## src/logic/csr_bridge_macros.svh

```systemverilog
`ifndef CSR_BRIDGE_MACROS_SVH
`define CSR_BRIDGE_MACROS_SVH

// ----------------------------------------------------------------------------
// Bus widths
// ----------------------------------------------------------------------------

`define CSR_AXI_ADDR_W    21                  // Host byte address
`define CSR_DATA_W        32
`define CSR_STRB_W        (`CSR_DATA_W / 8)   // One strobe per byte lane

// Register space is addressed by the low host address bits
`define CSR_ADDR_W        16

`define CSR_ID_W          4                   // AXI transaction ID

// ----------------------------------------------------------------------------
// Mailbox register map
// ----------------------------------------------------------------------------

// Command word written by the host
`define CSR_MBX_CMD_ADDR  16'h0150

// Counts accepted command and data writes, read only
`define CSR_DOORBELL_ADDR 16'h0154

`define CSR_MBX_DATA_ADDR 16'h0158            // Top of the mapped window

`endif

```

## src/logic/csr_bridge_pkg.sv

```systemverilog
`include "csr_bridge_macros.svh"

package csr_bridge_pkg;

   // -------------------------------------------------------------------------
   // Payload types
   // -------------------------------------------------------------------------

   typedef logic [`CSR_AXI_ADDR_W-1:0] axi_addr_t;
   typedef logic [`CSR_ADDR_W-1:0]     csr_addr_t;   // Register offset
   typedef logic [`CSR_DATA_W-1:0]     csr_data_t;
   typedef logic [`CSR_STRB_W-1:0]     csr_strb_t;
   typedef logic [`CSR_ID_W-1:0]       axi_id_t;

   // -------------------------------------------------------------------------
   // Engine states
   // -------------------------------------------------------------------------

   // Write side
   typedef enum logic [2:0] {
      WR_IDLE      = 3'b000,
      WR_ADDR_RDY  = 3'b001,   // awready pulse
      WR_DATA_WAIT = 3'b010,
      WR_DATA_RDY  = 3'b011,   // wready and register write
      WR_BRESP     = 3'b100    // Holding bvalid
   } wr_state_t;

   // Read side
   typedef enum logic [2:0] {
      RD_IDLE      = 3'b000,
      RD_ADDR_RDY  = 3'b001,   // arready pulse
      RD_REG_RD    = 3'b010,   // Register read strobe
      RD_DATA_WAIT = 3'b011,
      RD_RRDY_WAIT = 3'b100    // Holding rvalid
   } rd_state_t;

endpackage

```

## src/logic/axi_write_slave.sv

```systemverilog
`timescale 1ns/1ps
`include "csr_bridge_macros.svh"

module axi_write_slave (
   input  logic                      clk,
   input  logic                      rst_n,
   // Write address channel
   input  logic                      awvalid,
   input  csr_bridge_pkg::axi_addr_t awaddr,
   input  csr_bridge_pkg::axi_id_t   awid,
   output logic                      awready,
   // Write data channel
   input  logic                      wvalid,
   input  csr_bridge_pkg::csr_data_t wdata,
   input  csr_bridge_pkg::csr_strb_t wstrb,
   output logic                      wready,
   // Write response channel
   input  logic                      bready,
   output logic                      bvalid,
   output csr_bridge_pkg::axi_id_t   bid,
   // Register write port
   output logic                      reg_wen,
   output csr_bridge_pkg::csr_addr_t reg_waddr,
   output csr_bridge_pkg::csr_data_t reg_wdata,
   output csr_bridge_pkg::csr_strb_t reg_wstrb
);

   import csr_bridge_pkg::*;

   logic      awvalid_q;
   logic      wvalid_q;
   axi_addr_t awaddr_q;
   axi_id_t   awid_q;
   csr_data_t wdata_q;
   csr_strb_t wstrb_q;

   csr_addr_t waddr_lat;   // Held from the address handshake
   axi_id_t   awid_lat;

   wr_state_t wr_state;
   wr_state_t wr_next;

   // -------------------------------------------------------------------------
   // Host input sampling
   // -------------------------------------------------------------------------

   always_ff @(posedge clk)
   begin
      if (!rst_n)
      begin
         awvalid_q <= 1'b0;
         wvalid_q  <= 1'b0;
      end
      else
      begin
         awvalid_q <= awvalid;
         wvalid_q  <= wvalid;
      end
   end

   always_ff @(posedge clk)
   begin
      awaddr_q <= awaddr;
      awid_q   <= awid;
      wdata_q  <= wdata;
      wstrb_q  <= wstrb;
   end

   // -------------------------------------------------------------------------
   // Write engine
   // -------------------------------------------------------------------------

   always_ff @(posedge clk)
   begin
      if (!rst_n)
         wr_state <= WR_IDLE;
      else
         wr_state <= wr_next;
   end

   always_comb
   begin
      wr_next = wr_state;
      case (wr_state)
         WR_IDLE      : if (awvalid_q) wr_next = WR_ADDR_RDY;
         WR_ADDR_RDY  : wr_next = WR_DATA_WAIT;
         WR_DATA_WAIT : if (wvalid_q) wr_next = WR_DATA_RDY;
         WR_DATA_RDY  : wr_next = WR_BRESP;
         WR_BRESP     : if (bready) wr_next = WR_IDLE;   // Stall until host takes it
         default      : wr_next = WR_IDLE;
      endcase
   end

   // Address and ID taken on the handshake cycle
   always_ff @(posedge clk)
   begin
      if (awvalid_q && awready)
      begin
         waddr_lat <= awaddr_q[`CSR_ADDR_W-1:0];
         awid_lat  <= awid_q;
      end
   end

   // Ready, valid and enable pulses follow the next state
   always_ff @(posedge clk)
   begin
      if (!rst_n)
      begin
         awready <= 1'b0;
         wready  <= 1'b0;
         bvalid  <= 1'b0;
         reg_wen <= 1'b0;
      end
      else
      begin
         awready <= (wr_next == WR_ADDR_RDY);
         wready  <= (wr_next == WR_DATA_RDY);
         reg_wen <= (wr_next == WR_DATA_RDY);   // Same cycle as wready
         bvalid  <= (wr_next == WR_BRESP);
      end
   end

   always_ff @(posedge clk)
   begin
      if (wr_next == WR_DATA_RDY)
      begin
         reg_waddr <= waddr_lat;
         reg_wdata <= wdata_q;
         reg_wstrb <= wstrb_q;
      end
      // ID stays put for the whole response
      if (wr_state == WR_DATA_RDY)
         bid <= awid_lat;
   end

endmodule

```

## src/logic/axi_read_slave.sv

```systemverilog
`timescale 1ns/1ps
`include "csr_bridge_macros.svh"

module axi_read_slave (
   input  logic                      clk,
   input  logic                      rst_n,
   // Read address channel
   input  logic                      arvalid,
   input  csr_bridge_pkg::axi_addr_t araddr,
   input  csr_bridge_pkg::axi_id_t   arid,
   output logic                      arready,
   // Read data channel
   input  logic                      rready,
   output logic                      rvalid,
   output csr_bridge_pkg::csr_data_t rdata,
   output csr_bridge_pkg::axi_id_t   rid,
   // Register read port
   output logic                      reg_ren,
   output csr_bridge_pkg::csr_addr_t reg_raddr,
   input  csr_bridge_pkg::csr_data_t reg_rdata
);

   import csr_bridge_pkg::*;

   logic      arvalid_q;
   axi_addr_t araddr_q;
   axi_id_t   arid_q;
   axi_id_t   arid_lat;

   rd_state_t rd_state;
   rd_state_t rd_next;

   // -------------------------------------------------------------------------
   // Host input sampling
   // -------------------------------------------------------------------------

   always_ff @(posedge clk)
   begin
      if (!rst_n)
         arvalid_q <= 1'b0;
      else
         arvalid_q <= arvalid;
   end

   always_ff @(posedge clk)
   begin
      araddr_q <= araddr;
      arid_q   <= arid;
   end

   // -------------------------------------------------------------------------
   // Read engine
   // -------------------------------------------------------------------------

   always_ff @(posedge clk)
   begin
      if (!rst_n)
         rd_state <= RD_IDLE;
      else
         rd_state <= rd_next;
   end

   always_comb
   begin
      rd_next = rd_state;
      case (rd_state)
         RD_IDLE      : if (arvalid_q) rd_next = RD_ADDR_RDY;
         RD_ADDR_RDY  : rd_next = RD_REG_RD;
         RD_REG_RD    : rd_next = RD_DATA_WAIT;
         RD_DATA_WAIT : rd_next = RD_RRDY_WAIT;   // Register block latency
         RD_RRDY_WAIT : if (rready) rd_next = RD_IDLE;
         default      : rd_next = RD_IDLE;
      endcase
   end

   always_ff @(posedge clk)
   begin
      if (arvalid_q && arready)
         arid_lat <= arid_q;
   end

   // Control pulses, registered from the next state
   always_ff @(posedge clk)
   begin
      if (!rst_n)
      begin
         arready <= 1'b0;
         reg_ren <= 1'b0;
         rvalid  <= 1'b0;
      end
      else
      begin
         arready <= (rd_next == RD_ADDR_RDY);
         reg_ren <= (rd_next == RD_REG_RD);
         rvalid  <= (rd_next == RD_RRDY_WAIT);
      end
   end

   always_ff @(posedge clk)
   begin
      // Host still holds araddr through the handshake edge
      if (rd_next == RD_REG_RD)
         reg_raddr <= araddr_q[`CSR_ADDR_W-1:0];
      // Register data is valid here and stays put while rvalid waits
      if (rd_state == RD_DATA_WAIT)
      begin
         rdata <= reg_rdata;
         rid   <= arid_lat;
      end
   end

endmodule

```

## src/logic/mailbox_regs.sv

```systemverilog
`timescale 1ns/1ps
`include "csr_bridge_macros.svh"

module mailbox_regs (
   input  logic                      clk,
   input  logic                      rst_n,
   input  logic                      reg_wen,
   input  csr_bridge_pkg::csr_addr_t reg_waddr,
   input  csr_bridge_pkg::csr_data_t reg_wdata,
   input  csr_bridge_pkg::csr_strb_t reg_wstrb,
   input  logic                      reg_ren,
   input  csr_bridge_pkg::csr_addr_t reg_raddr,
   output csr_bridge_pkg::csr_data_t reg_rdata
);

   import csr_bridge_pkg::*;

   csr_data_t mbx_cmd;
   csr_data_t mbx_data;
   csr_data_t doorbell;
   logic      wr_cmd;
   logic      wr_data;

   // Only command and data are writable
   assign wr_cmd  = reg_wen && (reg_waddr == `CSR_MBX_CMD_ADDR);
   assign wr_data = reg_wen && (reg_waddr == `CSR_MBX_DATA_ADDR);

   // -------------------------------------------------------------------------
   // Mailbox registers and doorbell
   // -------------------------------------------------------------------------

   always_ff @(posedge clk)
   begin
      if (!rst_n)
      begin
         mbx_cmd  <= '0;
         mbx_data <= '0;
         doorbell <= '0;
      end
      else
      begin
         for (int i = 0; i < `CSR_STRB_W; i++)
         begin
            if (wr_cmd && reg_wstrb[i])
               mbx_cmd[8*i +: 8] <= reg_wdata[8*i +: 8];
            if (wr_data && reg_wstrb[i])
               mbx_data[8*i +: 8] <= reg_wdata[8*i +: 8];
         end
         if (wr_cmd || wr_data)
            doorbell <= doorbell + 32'd1;   // Counts even with no strobes, wraps
      end
   end

   // Read mux, one cycle of latency
   always_ff @(posedge clk)
   begin
      if (reg_ren)
      begin
         case (reg_raddr)
            `CSR_MBX_CMD_ADDR  : reg_rdata <= mbx_cmd;
            `CSR_DOORBELL_ADDR : reg_rdata <= doorbell;
            `CSR_MBX_DATA_ADDR : reg_rdata <= mbx_data;
            // Above the window reads as all ones
            default            : reg_rdata <= (reg_raddr > `CSR_MBX_DATA_ADDR) ?
                                              {`CSR_DATA_W{1'b1}} : {`CSR_DATA_W{1'b0}};
         endcase
      end
   end

endmodule

```

## src/logic/csr_bridge_top.sv

```systemverilog
`timescale 1ns/1ps

module csr_bridge_top (
   input  logic                      clk,
   input  logic                      rst_n,
   // Write address channel
   input  logic                      awvalid,
   input  csr_bridge_pkg::axi_addr_t awaddr,
   input  csr_bridge_pkg::axi_id_t   awid,
   output logic                      awready,
   // Write data channel
   input  logic                      wvalid,
   input  csr_bridge_pkg::csr_data_t wdata,
   input  csr_bridge_pkg::csr_strb_t wstrb,
   output logic                      wready,
   // Write response channel
   input  logic                      bready,
   output logic                      bvalid,
   output csr_bridge_pkg::axi_id_t   bid,
   // Read address channel
   input  logic                      arvalid,
   input  csr_bridge_pkg::axi_addr_t araddr,
   input  csr_bridge_pkg::axi_id_t   arid,
   output logic                      arready,
   // Read data channel
   input  logic                      rready,
   output logic                      rvalid,
   output csr_bridge_pkg::csr_data_t rdata,
   output csr_bridge_pkg::axi_id_t   rid
);

   import csr_bridge_pkg::*;

   // -------------------------------------------------------------------------
   // Register access between the engines and the mailbox
   // -------------------------------------------------------------------------

   logic      reg_wen;
   csr_addr_t reg_waddr;
   csr_data_t reg_wdata;
   csr_strb_t reg_wstrb;
   logic      reg_ren;
   csr_addr_t reg_raddr;
   csr_data_t reg_rdata;

   axi_write_slave i_wr (
      .clk       (clk),
      .rst_n     (rst_n),
      .awvalid   (awvalid),
      .awaddr    (awaddr),
      .awid      (awid),
      .awready   (awready),
      .wvalid    (wvalid),
      .wdata     (wdata),
      .wstrb     (wstrb),
      .wready    (wready),
      .bready    (bready),
      .bvalid    (bvalid),
      .bid       (bid),
      .reg_wen   (reg_wen),
      .reg_waddr (reg_waddr),
      .reg_wdata (reg_wdata),
      .reg_wstrb (reg_wstrb)
   );

   axi_read_slave i_rd (
      .clk       (clk),
      .rst_n     (rst_n),
      .arvalid   (arvalid),
      .araddr    (araddr),
      .arid      (arid),
      .arready   (arready),
      .rready    (rready),
      .rvalid    (rvalid),
      .rdata     (rdata),
      .rid       (rid),
      .reg_ren   (reg_ren),
      .reg_raddr (reg_raddr),
      .reg_rdata (reg_rdata)
   );

   // Both engines share the one register block
   mailbox_regs i_regs (
      .clk       (clk),
      .rst_n     (rst_n),
      .reg_wen   (reg_wen),
      .reg_waddr (reg_waddr),
      .reg_wdata (reg_wdata),
      .reg_wstrb (reg_wstrb),
      .reg_ren   (reg_ren),
      .reg_raddr (reg_raddr),
      .reg_rdata (reg_rdata)
   );

endmodule

```

## config.mk

```make
export PLATFORM = sky130hd
export DESIGN_NAME = csr_bridge_top
export DESIGN_NICKNAME = d
export VERILOG_FILES = /design/src/logic/csr_bridge_pkg.sv /design/src/logic/axi_write_slave.sv /design/src/logic/axi_read_slave.sv /design/src/logic/mailbox_regs.sv /design/src/logic/csr_bridge_top.sv
export VERILOG_INCLUDE_DIRS = /design/src /design/src/logic
export SDC_FILE = /design/constraint.sdc
export NUM_CORES = 1
export LEC_CHECK = 0
export BUFFER_PORTS_ARGS = -buffer_cell sky130_fd_sc_hd__buf_4
export CORE_MARGIN = 2
export CORE_UTILIZATION = 50
export DETAILED_ROUTE_END_ITERATION = 7
export PLACE_DENSITY_LB_ADDON = 0.2
export SETUP_SLACK_MARGIN = 0.05
export SYNTH_ARGS = -nofsm -noshare
export SYNTH_HDL_FRONTEND = slang
export SYNTH_SLANG_ARGS = --single-unit
```

## constraint.sdc

```tcl
create_clock -name clk -period 8 [get_ports clk]
set_input_delay 0.4 -clock clk [delete_from_list [all_inputs] [get_ports clk]]
set_output_delay 0.4 -clock clk [all_outputs]
set_load 0.01 [all_outputs]
```

Yosys cells after proc, flatten, opt, wreduce, memory -nomap -nowiden --
Index checks and enable logic that the tools add are counted.
Operators by class: reductions and logical operators 15, equal/unequal tests 19, div/mod/pow operators 0, mux-type cells 9, $mul 0, bitwise logic cells 0, add/subtract/negate cells 1, magnitude comparators 1, shift operators 0
Operators by type and width (number):
- $pmux 32 s3 | 1
- $eq 16x9->1 const B | 5
- $add 32x1->32 const B | 1
- $mux 32 | 1
- $pmux 3 s5 | 2
- $eq 3x2->1 const B | 6
- $gt 16x9->1 const B | 1
- $mux 3 | 5
- $eq 3x1->1 const B | 4
- $eq 3x3->1 const B | 4
- $logic_and 1x1->1 | 12
- $logic_not 3->1 | 2
- $logic_or 1x1->1 | 1
Word-level totals: output and inout port bits 45, input port bits 93, ROM bits 0, latch bits 0, bits in writable memories 0, flip-flop bits (word level) 351, word-level logic and storage cells 82, memories kept 0

Logic depth before layout (Yosys ltp) --
Gate-level depths: netlist of the first run.
depth in word-level cells 3, mapped depth 8

Modules after synthesis --
Synthesis of the first run repeated with hierarchy kept, for this count alone.
Second synthesis, totals: cell total of the unflattened synthesis 847, area, all modules 12111.6 um^2
Modules (own cells, without submodules):
- mailbox_regs | cells each 593, times used 1, seq. area each 2882.8 um^2, area an instance 6083.3 um^2
- axi_write_slave | cells each 157, times used 1, seq. area each 3563.4 um^2, area an instance 3696.0 um^2
- axi_read_slave | cells each 97, times used 1, seq. area each 2222.1 um^2, area an instance 2332.2 um^2

Worst setup path before layout of the first run --
No wires, ideal clock.
path kind register to register, from register i_wr.wr_state[0], to register i_wr.reg_waddr[0], enable pin, slack 1.982 ns, data arrival time 5.425 ns, stages on the path, launching flop included 2, data required time 7.406 ns, clock period less this slack 6.018 ns, cells stage by stage dfxtp_1 > nor4bb_1
On the way: word-level cells in the longest chain between the ends 3
Ends and longest elaborated chain:
- from (decl) | line axi_write_slave.sv:40 | wr_state_t wr_state;
- from (signal assigned) | line axi_write_slave.sv:78 | wr_state <= wr_next;
- $eq 3x3->1, or another cell as far along | line axi_write_slave.sv:84 | case (wr_state)
- $pmux 3 s5 * | line axi_write_slave.sv:84
- $eq 3x2->1 * | line axi_write_slave.sv:125 | if (wr_next == WR_DATA_RDY)
- to (signal assigned) | line axi_write_slave.sv:127 | reg_waddr <= waddr_lat;
- to (decl) | line axi_write_slave.sv:23 | output csr_bridge_pkg::csr_addr_t reg_waddr,
Mark *: on every way between the ends. The rest lies on a longest branch, timed or not. A chain may end at the register's enable or synchronous reset.

Worst setup path after layout of the first run --
from register i_wr.reg_waddr[2], to register i_regs.mbx_cmd[25]
On the way: word-level cells in the longest chain between the ends 3
Ends and longest elaborated chain:
- $eq 16x9->1 (no line)
- $logic_and 1x1->1 | line mailbox_regs.sv:25 | assign wr_cmd = reg_wen && (reg_waddr == `CSR_MBX_CMD_ADDR);
- $logic_and 1x1->1 | line mailbox_regs.sv:44 | if (wr_cmd && reg_wstrb[i])
- to (signal, indexed assignment) | line mailbox_regs.sv:45 | mbx_cmd[8*i +: 8] <= reg_wdata[8*i +: 8];
- to (decl) | line mailbox_regs.sv:18 | csr_data_t mbx_cmd;
Every way passes these cells.

==> results of run 1 <==
==> final timing paths <==
path / start / to / slack [ns] / cells after the start
worst max register to register: i_wr.reg_waddr[2] / i_regs.mbx_cmd[25] / 5.19 / 5
worst min register to register: i_wr.wdata_q[13] / i_wr.reg_wdata[13] / 0.40 / 0
worst max-delay path: i_wr.reg_waddr[2] / i_regs.mbx_cmd[25] / 5.19 / 5
worst min-delay path: arvalid / i_rd.arvalid_q / 0.09 / 2
==> where the power goes <==
| group | switching, mW | total, mW | internal [mW] | leakage, nW |
|---|---|---|---|---|
| logic | 0.0501 | 0.115 | 0.0652 | 2.10 |
| clock network | 0.668 | 1.62 | 0.953 | 0.570 |
| registers | 0.0160 | 1.93 | 1.92 | 3.02 |
| total | 0.734 | 3.67 | 2.94 | 5.69 |
==> cell usage in the layout, fill, tap and decap left out, drive strengths merged, types with 2 or more instances in the layout <==
cell / n
xnor2: 13
nor4: 6
and2: 16
nor2: 28
and3b: 2
xor2: 3
or3: 8
nand2: 226
a21oi: 8
dlygate4sd3: 76
clkbuf: 48
or4: 3
inv: 8
nand4: 9
nand2b: 7
o21ai: 39
nor4bb: 2
mux2i: 106
clkinv: 15
o21a: 4
and3: 3
nand3: 7
buf: 135
nor3: 13
edfxtp: 164
dfxtp: 187
nor2b: 2
or2: 2
nor4b: 6
clkinvlp: 4
and4: 3
==> flip-flops by register name, summed over array words and instances, names as in the netlist, 16 cells and up <==
register          flops
i_rd.araddr_q        16
i_rd.rdata           32
i_rd.reg_raddr       16
i_regs.doorbell      32
i_regs.mbx_cmd       32
i_regs.mbx_data      32
i_regs.reg_rdata     32
i_wr.awaddr_q        16
i_wr.reg_waddr       16
i_wr.reg_wdata       32
i_wr.waddr_lat       16
i_wr.wdata_q         32
==> per-stage QoR <==
step	utilization (%)	area, µm²	total power [mW]	hold slack (ns)	std cells
4_1_cts	64.5	15100	3.71	0.0713	1476
5_1_grt	64.5	15100	3.80	0.0720	1476
6_report	64.5	15100	3.67	0.0882	1476
3_5_place_dp	56.2	13200	2.06	0.389	1334
2_1_floorplan	-	11900	2.01	0.386	921
3_3_place_gp	56.2	13200	2.06	0.386	1334
==> layout make-up <==
cell class / count / area, µm²
clock buffer: 48 / 1080
clock inverter: 18 / 104
fill: 1737 / 8330
inverter: 9 / 33.8
multi-input combinational: 520 / 3090
sequential: 351 / 8670
tap: 319 / 399
timing repair buffer: 211 / 1770
==> worst reg2reg max path: cells and delay by family (launching register included) <==
family | cells | cell delay (ns)
mux | 1 | 0.25
flops | 1 | 0.37
simple gates | 4 | 2.10
==> routing by layer <==
layer	share of wire, %	global-route usage, %	up-vias
met2	42	25.7	172
met1	50	26.0	3271
met3	5.4	3.67	35
met5	0	0	-
met4	1.9	5.71	0
li1	-	-	3616
==> cells by family after synthesis <==
| family | Yosys count | synth area share, % |
|---|---|---|
| multiplexers | 106 | 8.90 |
| AO/OA/AOI/OAI | 53 | 2.37 |
| buffers and inverters | 50 | 1.69 |
| XOR/XNOR | 16 | 1.17 |
| flip-flops | 351 | 72.7 |
| AND/OR/NAND/NOR | 344 | 13.1 |
| adder cells (fa/ha/maj) | 1 | 0.105 |
==> what timing repair did <==
item                                   in CTS  in global routing
buffers inserted                            0                  0
endpoints found under the hold margin      76                  0
hold buffers                               76                  0
==> impl_metrics.py, run 1 <==
metrics = {
    "clock_tree": {
        "cts_resized": 0,
        "tritoncts": "built",
        "cts_made_buffers": 36,
        "clk_path_buf_depth": 3,
        "cts.sinks": 351,
        "clk_pin_slew_worst_paths_ns": 0.06,
        "cts_max_level": 2,
        "cts-root-buf": "clkbuf_16",
        "clock_latency_ns": 0.52,
    },
    "synthesis": {
        "ys_ff_latch": 351,
        "synth_ff_type": "dfxtp_1",
        "syn_area_per_cell_um2": 13.0,
        "synth_warnings": 0,
        "synth_nets": 1015,
        "synth_top_area_cell": "edfxtp_1",
        "seq_area_frac_synth_pct": 72.7,
        "netlist_top_cells_count": "nand2_1 (226), dfxtp_1 (187), edfxtp_1 (164), mux2i_1 (106), o21ai_0 (39)",
        "synth_area_um2": 11900,
        "synth.area.top_cells": "edfxtp_1 (41%), dfxtp_1 (31%), mux2i_1 (8.9%)",
        "synth.distinct_cells": 39,
        "synth.most_common_cell": "nand2_1",
        "syn_inst": 921,
        "synth-async-reset-ratio_pct": 0,
        "synth_edf_count": 164,
        "synth_top_area_share_pct": 41.3,
    },
    "critical_path": {
        "end_kind": "register",
        "cpPeakStageDelay_ns": 0.65,
        "critPathLaunchType": "register",
        "cp.buffers_inverters": 0,
        "cp_slowest_cell": "nor4b_1",
        "cp_cell_sequence": "nor4b_1, and4_1, nor2b_1, and2_1, mux2i_1",
        "arrival_ns": 3.24,
        "cp.required_ns": 8.43,
        "crit_family": "simple AND/OR/NAND/NOR gates",
        "worst-setup-path-type": "reg2reg",
        "crit_path_max_fanout": 9,
    },
    "global_route": {
        "grt_util_all_layers_pct": 17.5,
        "antenna_found_initial": 0,
        "grt_start_max_net_pins": 98,
        "grt_pass1_vias": 6822,
        "grt_overflow": 0,
        "grt_first_pass_wirelength_um": 34300,
    },
    "cells_and_area": {
        "num_antenna_cells": 0,
        "fin_nets": 1223,
        "area_delta_synth_final_pct": 27.0,
        "drive_above_1_share_pct": 17.3,
    },
    "timing": {
        "fin_crit_ns": 2.81,
        "fmax_mhz": 356,
        "setup_viol": 0,
        "final.period_utilization_pct": 35.1,
        "tns_ns": 0,
        "worst_pin_slew_ns": 1.17,
        "timing.final.ws_setup_ns": 5.19,
        "skew_ns": 0.0290,
        "finalMaxSlewViolations": 0,
        "rsz0062_at_grt": "false",
        "hold_viol": 0,
        "maxSlewHeadroom_pct": 22.3,
    },
    "placement": {
        "portBuffers": 127,
        "gp_congestion": 0.784,
        "dp_hpwl_um": 13400,
        "place_ws_ns": 5.25,
    },
    "die": {
        "die_y_um": 158,
        "start_util_pct": 50.8,
        "fp.coreArea_um2": 23500,
        "ios": 138,
        "fp-row-count": 56,
        "dieArea_um2": 25100,
        "die_w_um": 158,
    },
    "routing": {
        "dr.pass1.iters": 5,
        "vias": 7094,
        "wl_per_cell_um": 14.6,
        "viasPerCell": 4.81,
        "dr.first_iter.drc_count": 430,
        "wirelength_um": 21500,
        "ant_nets": 0,
        "route.detailed.drc": 0,
    },
    "power": {
        "p_per_area_nw_per_um2": 242,
        "p_leak_nw": 5.69,
        "peakVddDrop_uv": 176,
    },
    "status": {
        "status": "completed",
    },
    "hold_path": {
        "hold_class": "in2reg",
    },
    "flow_run": {
        "drv_cap": 0,
    },
}
Power figures use the tool's default switching activity.
==> inputs of run 2 (changes only) <==
clock period = 2.31 ns   (was 8 ns; I/O delays follow)
==> run 2 against run 1 <==
Cell area up 2.8%; register-to-register slack worse by 5.1 ns; global-route usage up 0.61 points; die area unchanged; count of clock-buffer cells in the layout up 1; sequential cell count unchanged; worst setup slack worse by 5.1 ns; cell count up 2.1%; clock power rose to 3.5 times the previous value; non-clock buffer count up 33; clock skew down 0.015 ns.
==> impl_metrics.py, run 2 (synthesis gave the netlist of run 1 again) <==
metrics = {
    "status": {
        "status": "completed",
    },
    "timing": {
        "fmax_mhz": 459,
        "hold_viol": 0,
        "worst_pin_slew_ns": 0.443,
        "fin_crit_ns": 2.18,
        "finalMaxSlewViolations": 0,
        "skew_ns": 0.0137,
        "rsz0062_at_grt": "false",
        "tns_ns": 0,
        "timing.final.ws_setup_ns": 0.132,
        "setup_viol": 0,
        "maxSlewHeadroom_pct": 70.2,
        "final.period_utilization_pct": 94.3,
        "hold_ws_ns": 0.0437,
    },
    "cells_and_area": {
        "num_antenna_cells": 0,
        "final_cell_mix": "nand2_1 (222), dfxtp_1 (180), edfxtp_1 (164), buf_4 (153), mux2i_1 (106)",
        "drive_above_1_share_pct": 20.5,
        "fin_nets": 1255,
        "area_delta_synth_final_pct": 30.5,
        "utilization_pct": 66.3,
        "final_common_cell": "nand2_1",
    },
    "global_route": {
        "grt_start_max_net_pins": 54,
        "grt_first_pass_wirelength_um": 35800,
        "antenna_found_initial": 0,
        "grt_overflow": 0,
        "grt_pass1_vias": 7062,
        "grt_util_all_layers_pct": 18.1,
    },
    "routing": {
        "viasPerCell": 4.78,
        "ant_nets": 0,
        "dr.first_iter.drc_count": 394,
        "wirelength_um": 22100,
        "wl_per_cell_um": 14.7,
        "vias": 7198,
        "route.detailed.drc": 0,
        "dr.pass1.iters": 5,
    },
    "critical_path": {
        "cp_cell_sequence": "nand4_1, or3_4, or4_4, or4_4, a21oi_2",
        "critPathLaunchType": "register",
        "cp.required_ns": 2.75,
        "cp_slowest_cell": "or4_4",
        "arrival_ns": 2.62,
        "crit_top_cell": "or4_4",
        "crit_path_max_fanout": 6,
        "cpPeakStageDelay_ns": 0.60,
        "end_kind": "register",
        "worst-setup-path-type": "reg2reg",
    },
    "clock_tree": {
        "cts_made_buffers": 35,
        "cts.sinks": 351,
        "cts-root-buf": "clkbuf_16",
        "cts_max_level": 2,
        "tritoncts": "built",
        "clk_path_buf_depth": 3,
        "clock_latency_ns": 0.51,
        "clk_pin_slew_worst_paths_ns": 0.06,
    },
    "power": {
        "p_leak_nw": 5.90,
        "peakVddDrop_uv": 582,
        "p_per_area_nw_per_um2": 823,
    },
    "die": {
        "fp-row-count": 56,
        "fp.coreArea_um2": 23500,
        "die_w_um": 158,
        "ios": 138,
        "dieArea_um2": 25100,
        "start_util_pct": 50.8,
        "die_y_um": 158,
    },
    "placement": {
        "dp_hpwl_um": 14100,
        "place_ws_ns": 0.0391,
        "portBuffers": 127,
        "gp_congestion": 0.860,
    },
    "flow_run": {
        "drv_cap": 0,
    },
    "hold_path": {
        "hold_class": "in2reg",
    },
}
## run 2: repair_timing
action                                 CTS  global route
setup buffers                            2             0
resized for setup                        4            14
setup endpoints to repair                1            38
pin swaps                                1             2
hold buffers                            81             0
endpoints found under the hold margin   83             0
## run 2: power breakdown
group	internal (mW)	total [mW]	leakage, nW	switching (mW)
registers	6.64	6.69	3.02	0.0496
logic	0.245	0.432	2.30	0.187
clock network	3.46	5.68	0.572	2.23
## run 2: critical path, delay by kind of cell (launching register included)
family,cells,cell delay [ns]
AOI/OAI and AO/OA,1,0.13
DFF,1,0.37
and+or+nand+nor,4,1.61
## run 2: layout make-up
class,count,area (µm²)
sequential,351,8680
fill,1723,7900
multi-input combinational,520,3140
timing repair buffer,244,2140
clock buffer,49,990
tap,319,399
clock inverter,15,188
inverter,9,33.8
## run 2: layer usage
layer | global-route usage, % | up-vias | part of all wire, %
met3 | 3.95 | 34 | 6.3
met1 | 26.1 | 3323 | 49
met4 | 5.53 | 0 | 1.9
li1 | - | 3668 | -
met5 | 0 | - | 0
met2 | 27.5 | 173 | 43
## run 2: worst paths after layout
kind                             from                  end  slack [ns]  depth (start not counted)
setup / recovery  i_regs.doorbell[12]  i_regs.doorbell[28]        0.13                          5
hold / removal                  rst_n   i_regs.doorbell[7]        0.04                          2
setup reg to reg  i_regs.doorbell[12]  i_regs.doorbell[28]        0.13                          5
hold reg to reg      i_wr.wdata_q[24]   i_wr.reg_wdata[24]        0.40                          0
## run 2: through the flow
step | area [µm²] | power [mW] | std cells
2_1_floorplan | 11900 | 6.95 | 921
3_3_place_gp | 13500 | 7.14 | 1360
3_5_place_dp | 13500 | 7.15 | 1360
4_1_cts | 15500 | 12.9 | 1507
5_1_grt | 15600 | 13.3 | 1507
6_report | 15600 | 12.8 | 1507
==> inputs of run 3 (changes only) <==
CORE_MARGIN = 4   (was 2)
==> run 3 against run 2 <==
Non-clock buffer count rose by 4; first-iteration DRC count is 20% higher; cell count up 0.27%; sequential cell count unchanged; count of clock-buffer cells in the layout rose by 2; combinational power down 1%; critical path depth unchanged; clock skew up 0.0017 ns; critical path type unchanged; largest cell class unchanged; highest routed layer unchanged.
==> impl_metrics.py, run 3 (synthesis gave the netlist of run 1 again) <==
metrics = {
    "status": {
        "status": "completed",
    },
    "clock_tree": {
        "cts.sinks": 351,
        "cts-root-buf": "clkbuf_16",
        "tritoncts": "built",
        "clock_latency_ns": 0.50,
        "cts_max_level": 2,
        "clk_pin_slew_worst_paths_ns": 0.06,
        "clk_path_buf_depth": 3,
        "cts_made_buffers": 36,
    },
    "cells_and_area": {
        "area_delta_synth_final_pct": 30.8,
        "fin_cells": 1511,
        "drive_above_1_share_pct": 20.6,
        "final_common_cell": "nand2_1",
        "final_cell_mix": "nand2_1 (225), dfxtp_1 (183), edfxtp_1 (164), buf_4 (160), mux2i_1 (106)",
        "fin_nets": 1260,
        "num_antenna_cells": 0,
    },
    "timing": {
        "maxSlewHeadroom_pct": 58.1,
        "hold_viol": 0,
        "rsz0062_at_grt": "true",
        "finalMaxSlewViolations": 0,
        "fmax_mhz": 448,
        "timing.final.ws_setup_ns": 0.0799,
        "final.period_utilization_pct": 96.5,
        "skew_ns": 0.0154,
        "worst_pin_slew_ns": 0.629,
        "tns_ns": 0,
        "fin_crit_ns": 2.23,
        "hold_ws_ns": 0.150,
        "setup_viol": 0,
    },
    "critical_path": {
        "cp.required_ns": 2.74,
        "arrival_ns": 2.66,
        "reg2reg_slack_ns": 0.08,
        "critPathLaunchType": "register",
        "crit_path_max_fanout": 6,
        "end_kind": "register",
        "worst-setup-path-type": "reg2reg",
    },
    "routing": {
        "route.detailed.drc": 0,
        "viasPerCell": 4.73,
        "vias": 7150,
        "wl_per_cell_um": 14.6,
        "dr.first_iter.drc_count": 472,
        "dr.pass1.iters": 4,
        "wirelength_um": 22100,
        "ant_nets": 0,
    },
    "die": {
        "dieArea_um2": 26400,
        "die_w_um": 162,
        "start_util_pct": 50.8,
        "fp.coreArea_um2": 23500,
        "fp-row-count": 56,
        "die_y_um": 162,
        "ios": 138,
    },
    "global_route": {
        "grt_overflow": 0,
        "grt_start_max_net_pins": 58,
        "grt_pass1_vias": 7005,
        "grt_first_pass_wirelength_um": 36000,
        "antenna_found_initial": 0,
        "grt_util_all_layers_pct": 16.9,
    },
    "hold_path": {
        "hold_class": "in2reg",
    },
    "placement": {
        "dp_cells": 1364,
        "gp_congestion": 0.793,
        "dp_hpwl_um": 14500,
        "portBuffers": 127,
        "place_ws_ns": 0.0505,
    },
    "flow_run": {
        "drv_cap": 0,
    },
    "power": {
        "peakVddDrop_uv": 617,
        "p_per_area_nw_per_um2": 827,
        "power_mw": 12.9,
        "p_leak_nw": 5.91,
    },
}
-- run 3: power breakdown --
group,switching [mW],leakage [nW],internal (mW)
Sequential,0.0489,3.02,6.64
Clock,2.21,0.585,3.58
Combinational,0.186,2.31,0.240
-- run 3: layer usage --
metal	part of all wire [%]	track usage, %	wire, µm	vias to the layer above
li1	-	-	-	3675
met5	0	0	0	-
met2	43	25.6	9570	183
met1	50	24.9	11000	3269
met4	1.3	4.65	279	0
met3	5.7	3.47	1260	23
-- run 3: final cells by class --
class	count	area, µm²
flip-flops and latches	351	8670
fillers	1732	7880
multi-input cells	520	3130
repair buffers	248	2150
clock buffers	51	1040
well taps	319	399
clock inverters	13	174
inverters	9	33.8
-- run 3: final timing paths --
check                                    startpoint                  end  depth (start not counted)
worst max-delay path            i_regs.doorbell[11]  i_regs.doorbell[28]                          5
worst min-delay path                          rst_n   i_regs.doorbell[9]                          2
worst max register to register  i_regs.doorbell[11]  i_regs.doorbell[28]                          5
worst min register to register     i_wr.wdata_q[22]   i_wr.reg_wdata[22]                          0
-- run 3: what timing repair did --
| item | 4_1_cts | 5_1_grt |
|---|---|---|
| setup endpoints to repair | 1 | 68 |
| setup buffers | 0 | 2 |
| hold buffers | 81 | 0 |
| hold endpoints to repair | 83 | 0 |
| gates resized for setup | 2 | 9 |
| pin swaps | 0 | 5 |
-- run 3: critical path, cell delays in order (launching register included) --
cell and delay [ns]:
dfxtp_1 0.38, nand4_1 0.16, or3_4 0.38, or4_4 0.59, or4_1 0.51, a21oi_1 0.15
-- run 3: per-stage QoR --
stage,utilization [%],instance area [µm²]
6_report,66.4,15600
5_1_grt,66.4,15600
4_1_cts,66.2,15500
3_5_place_dp,57.5,13500
3_3_place_gp,57.5,13500
2_1_floorplan,-,11900
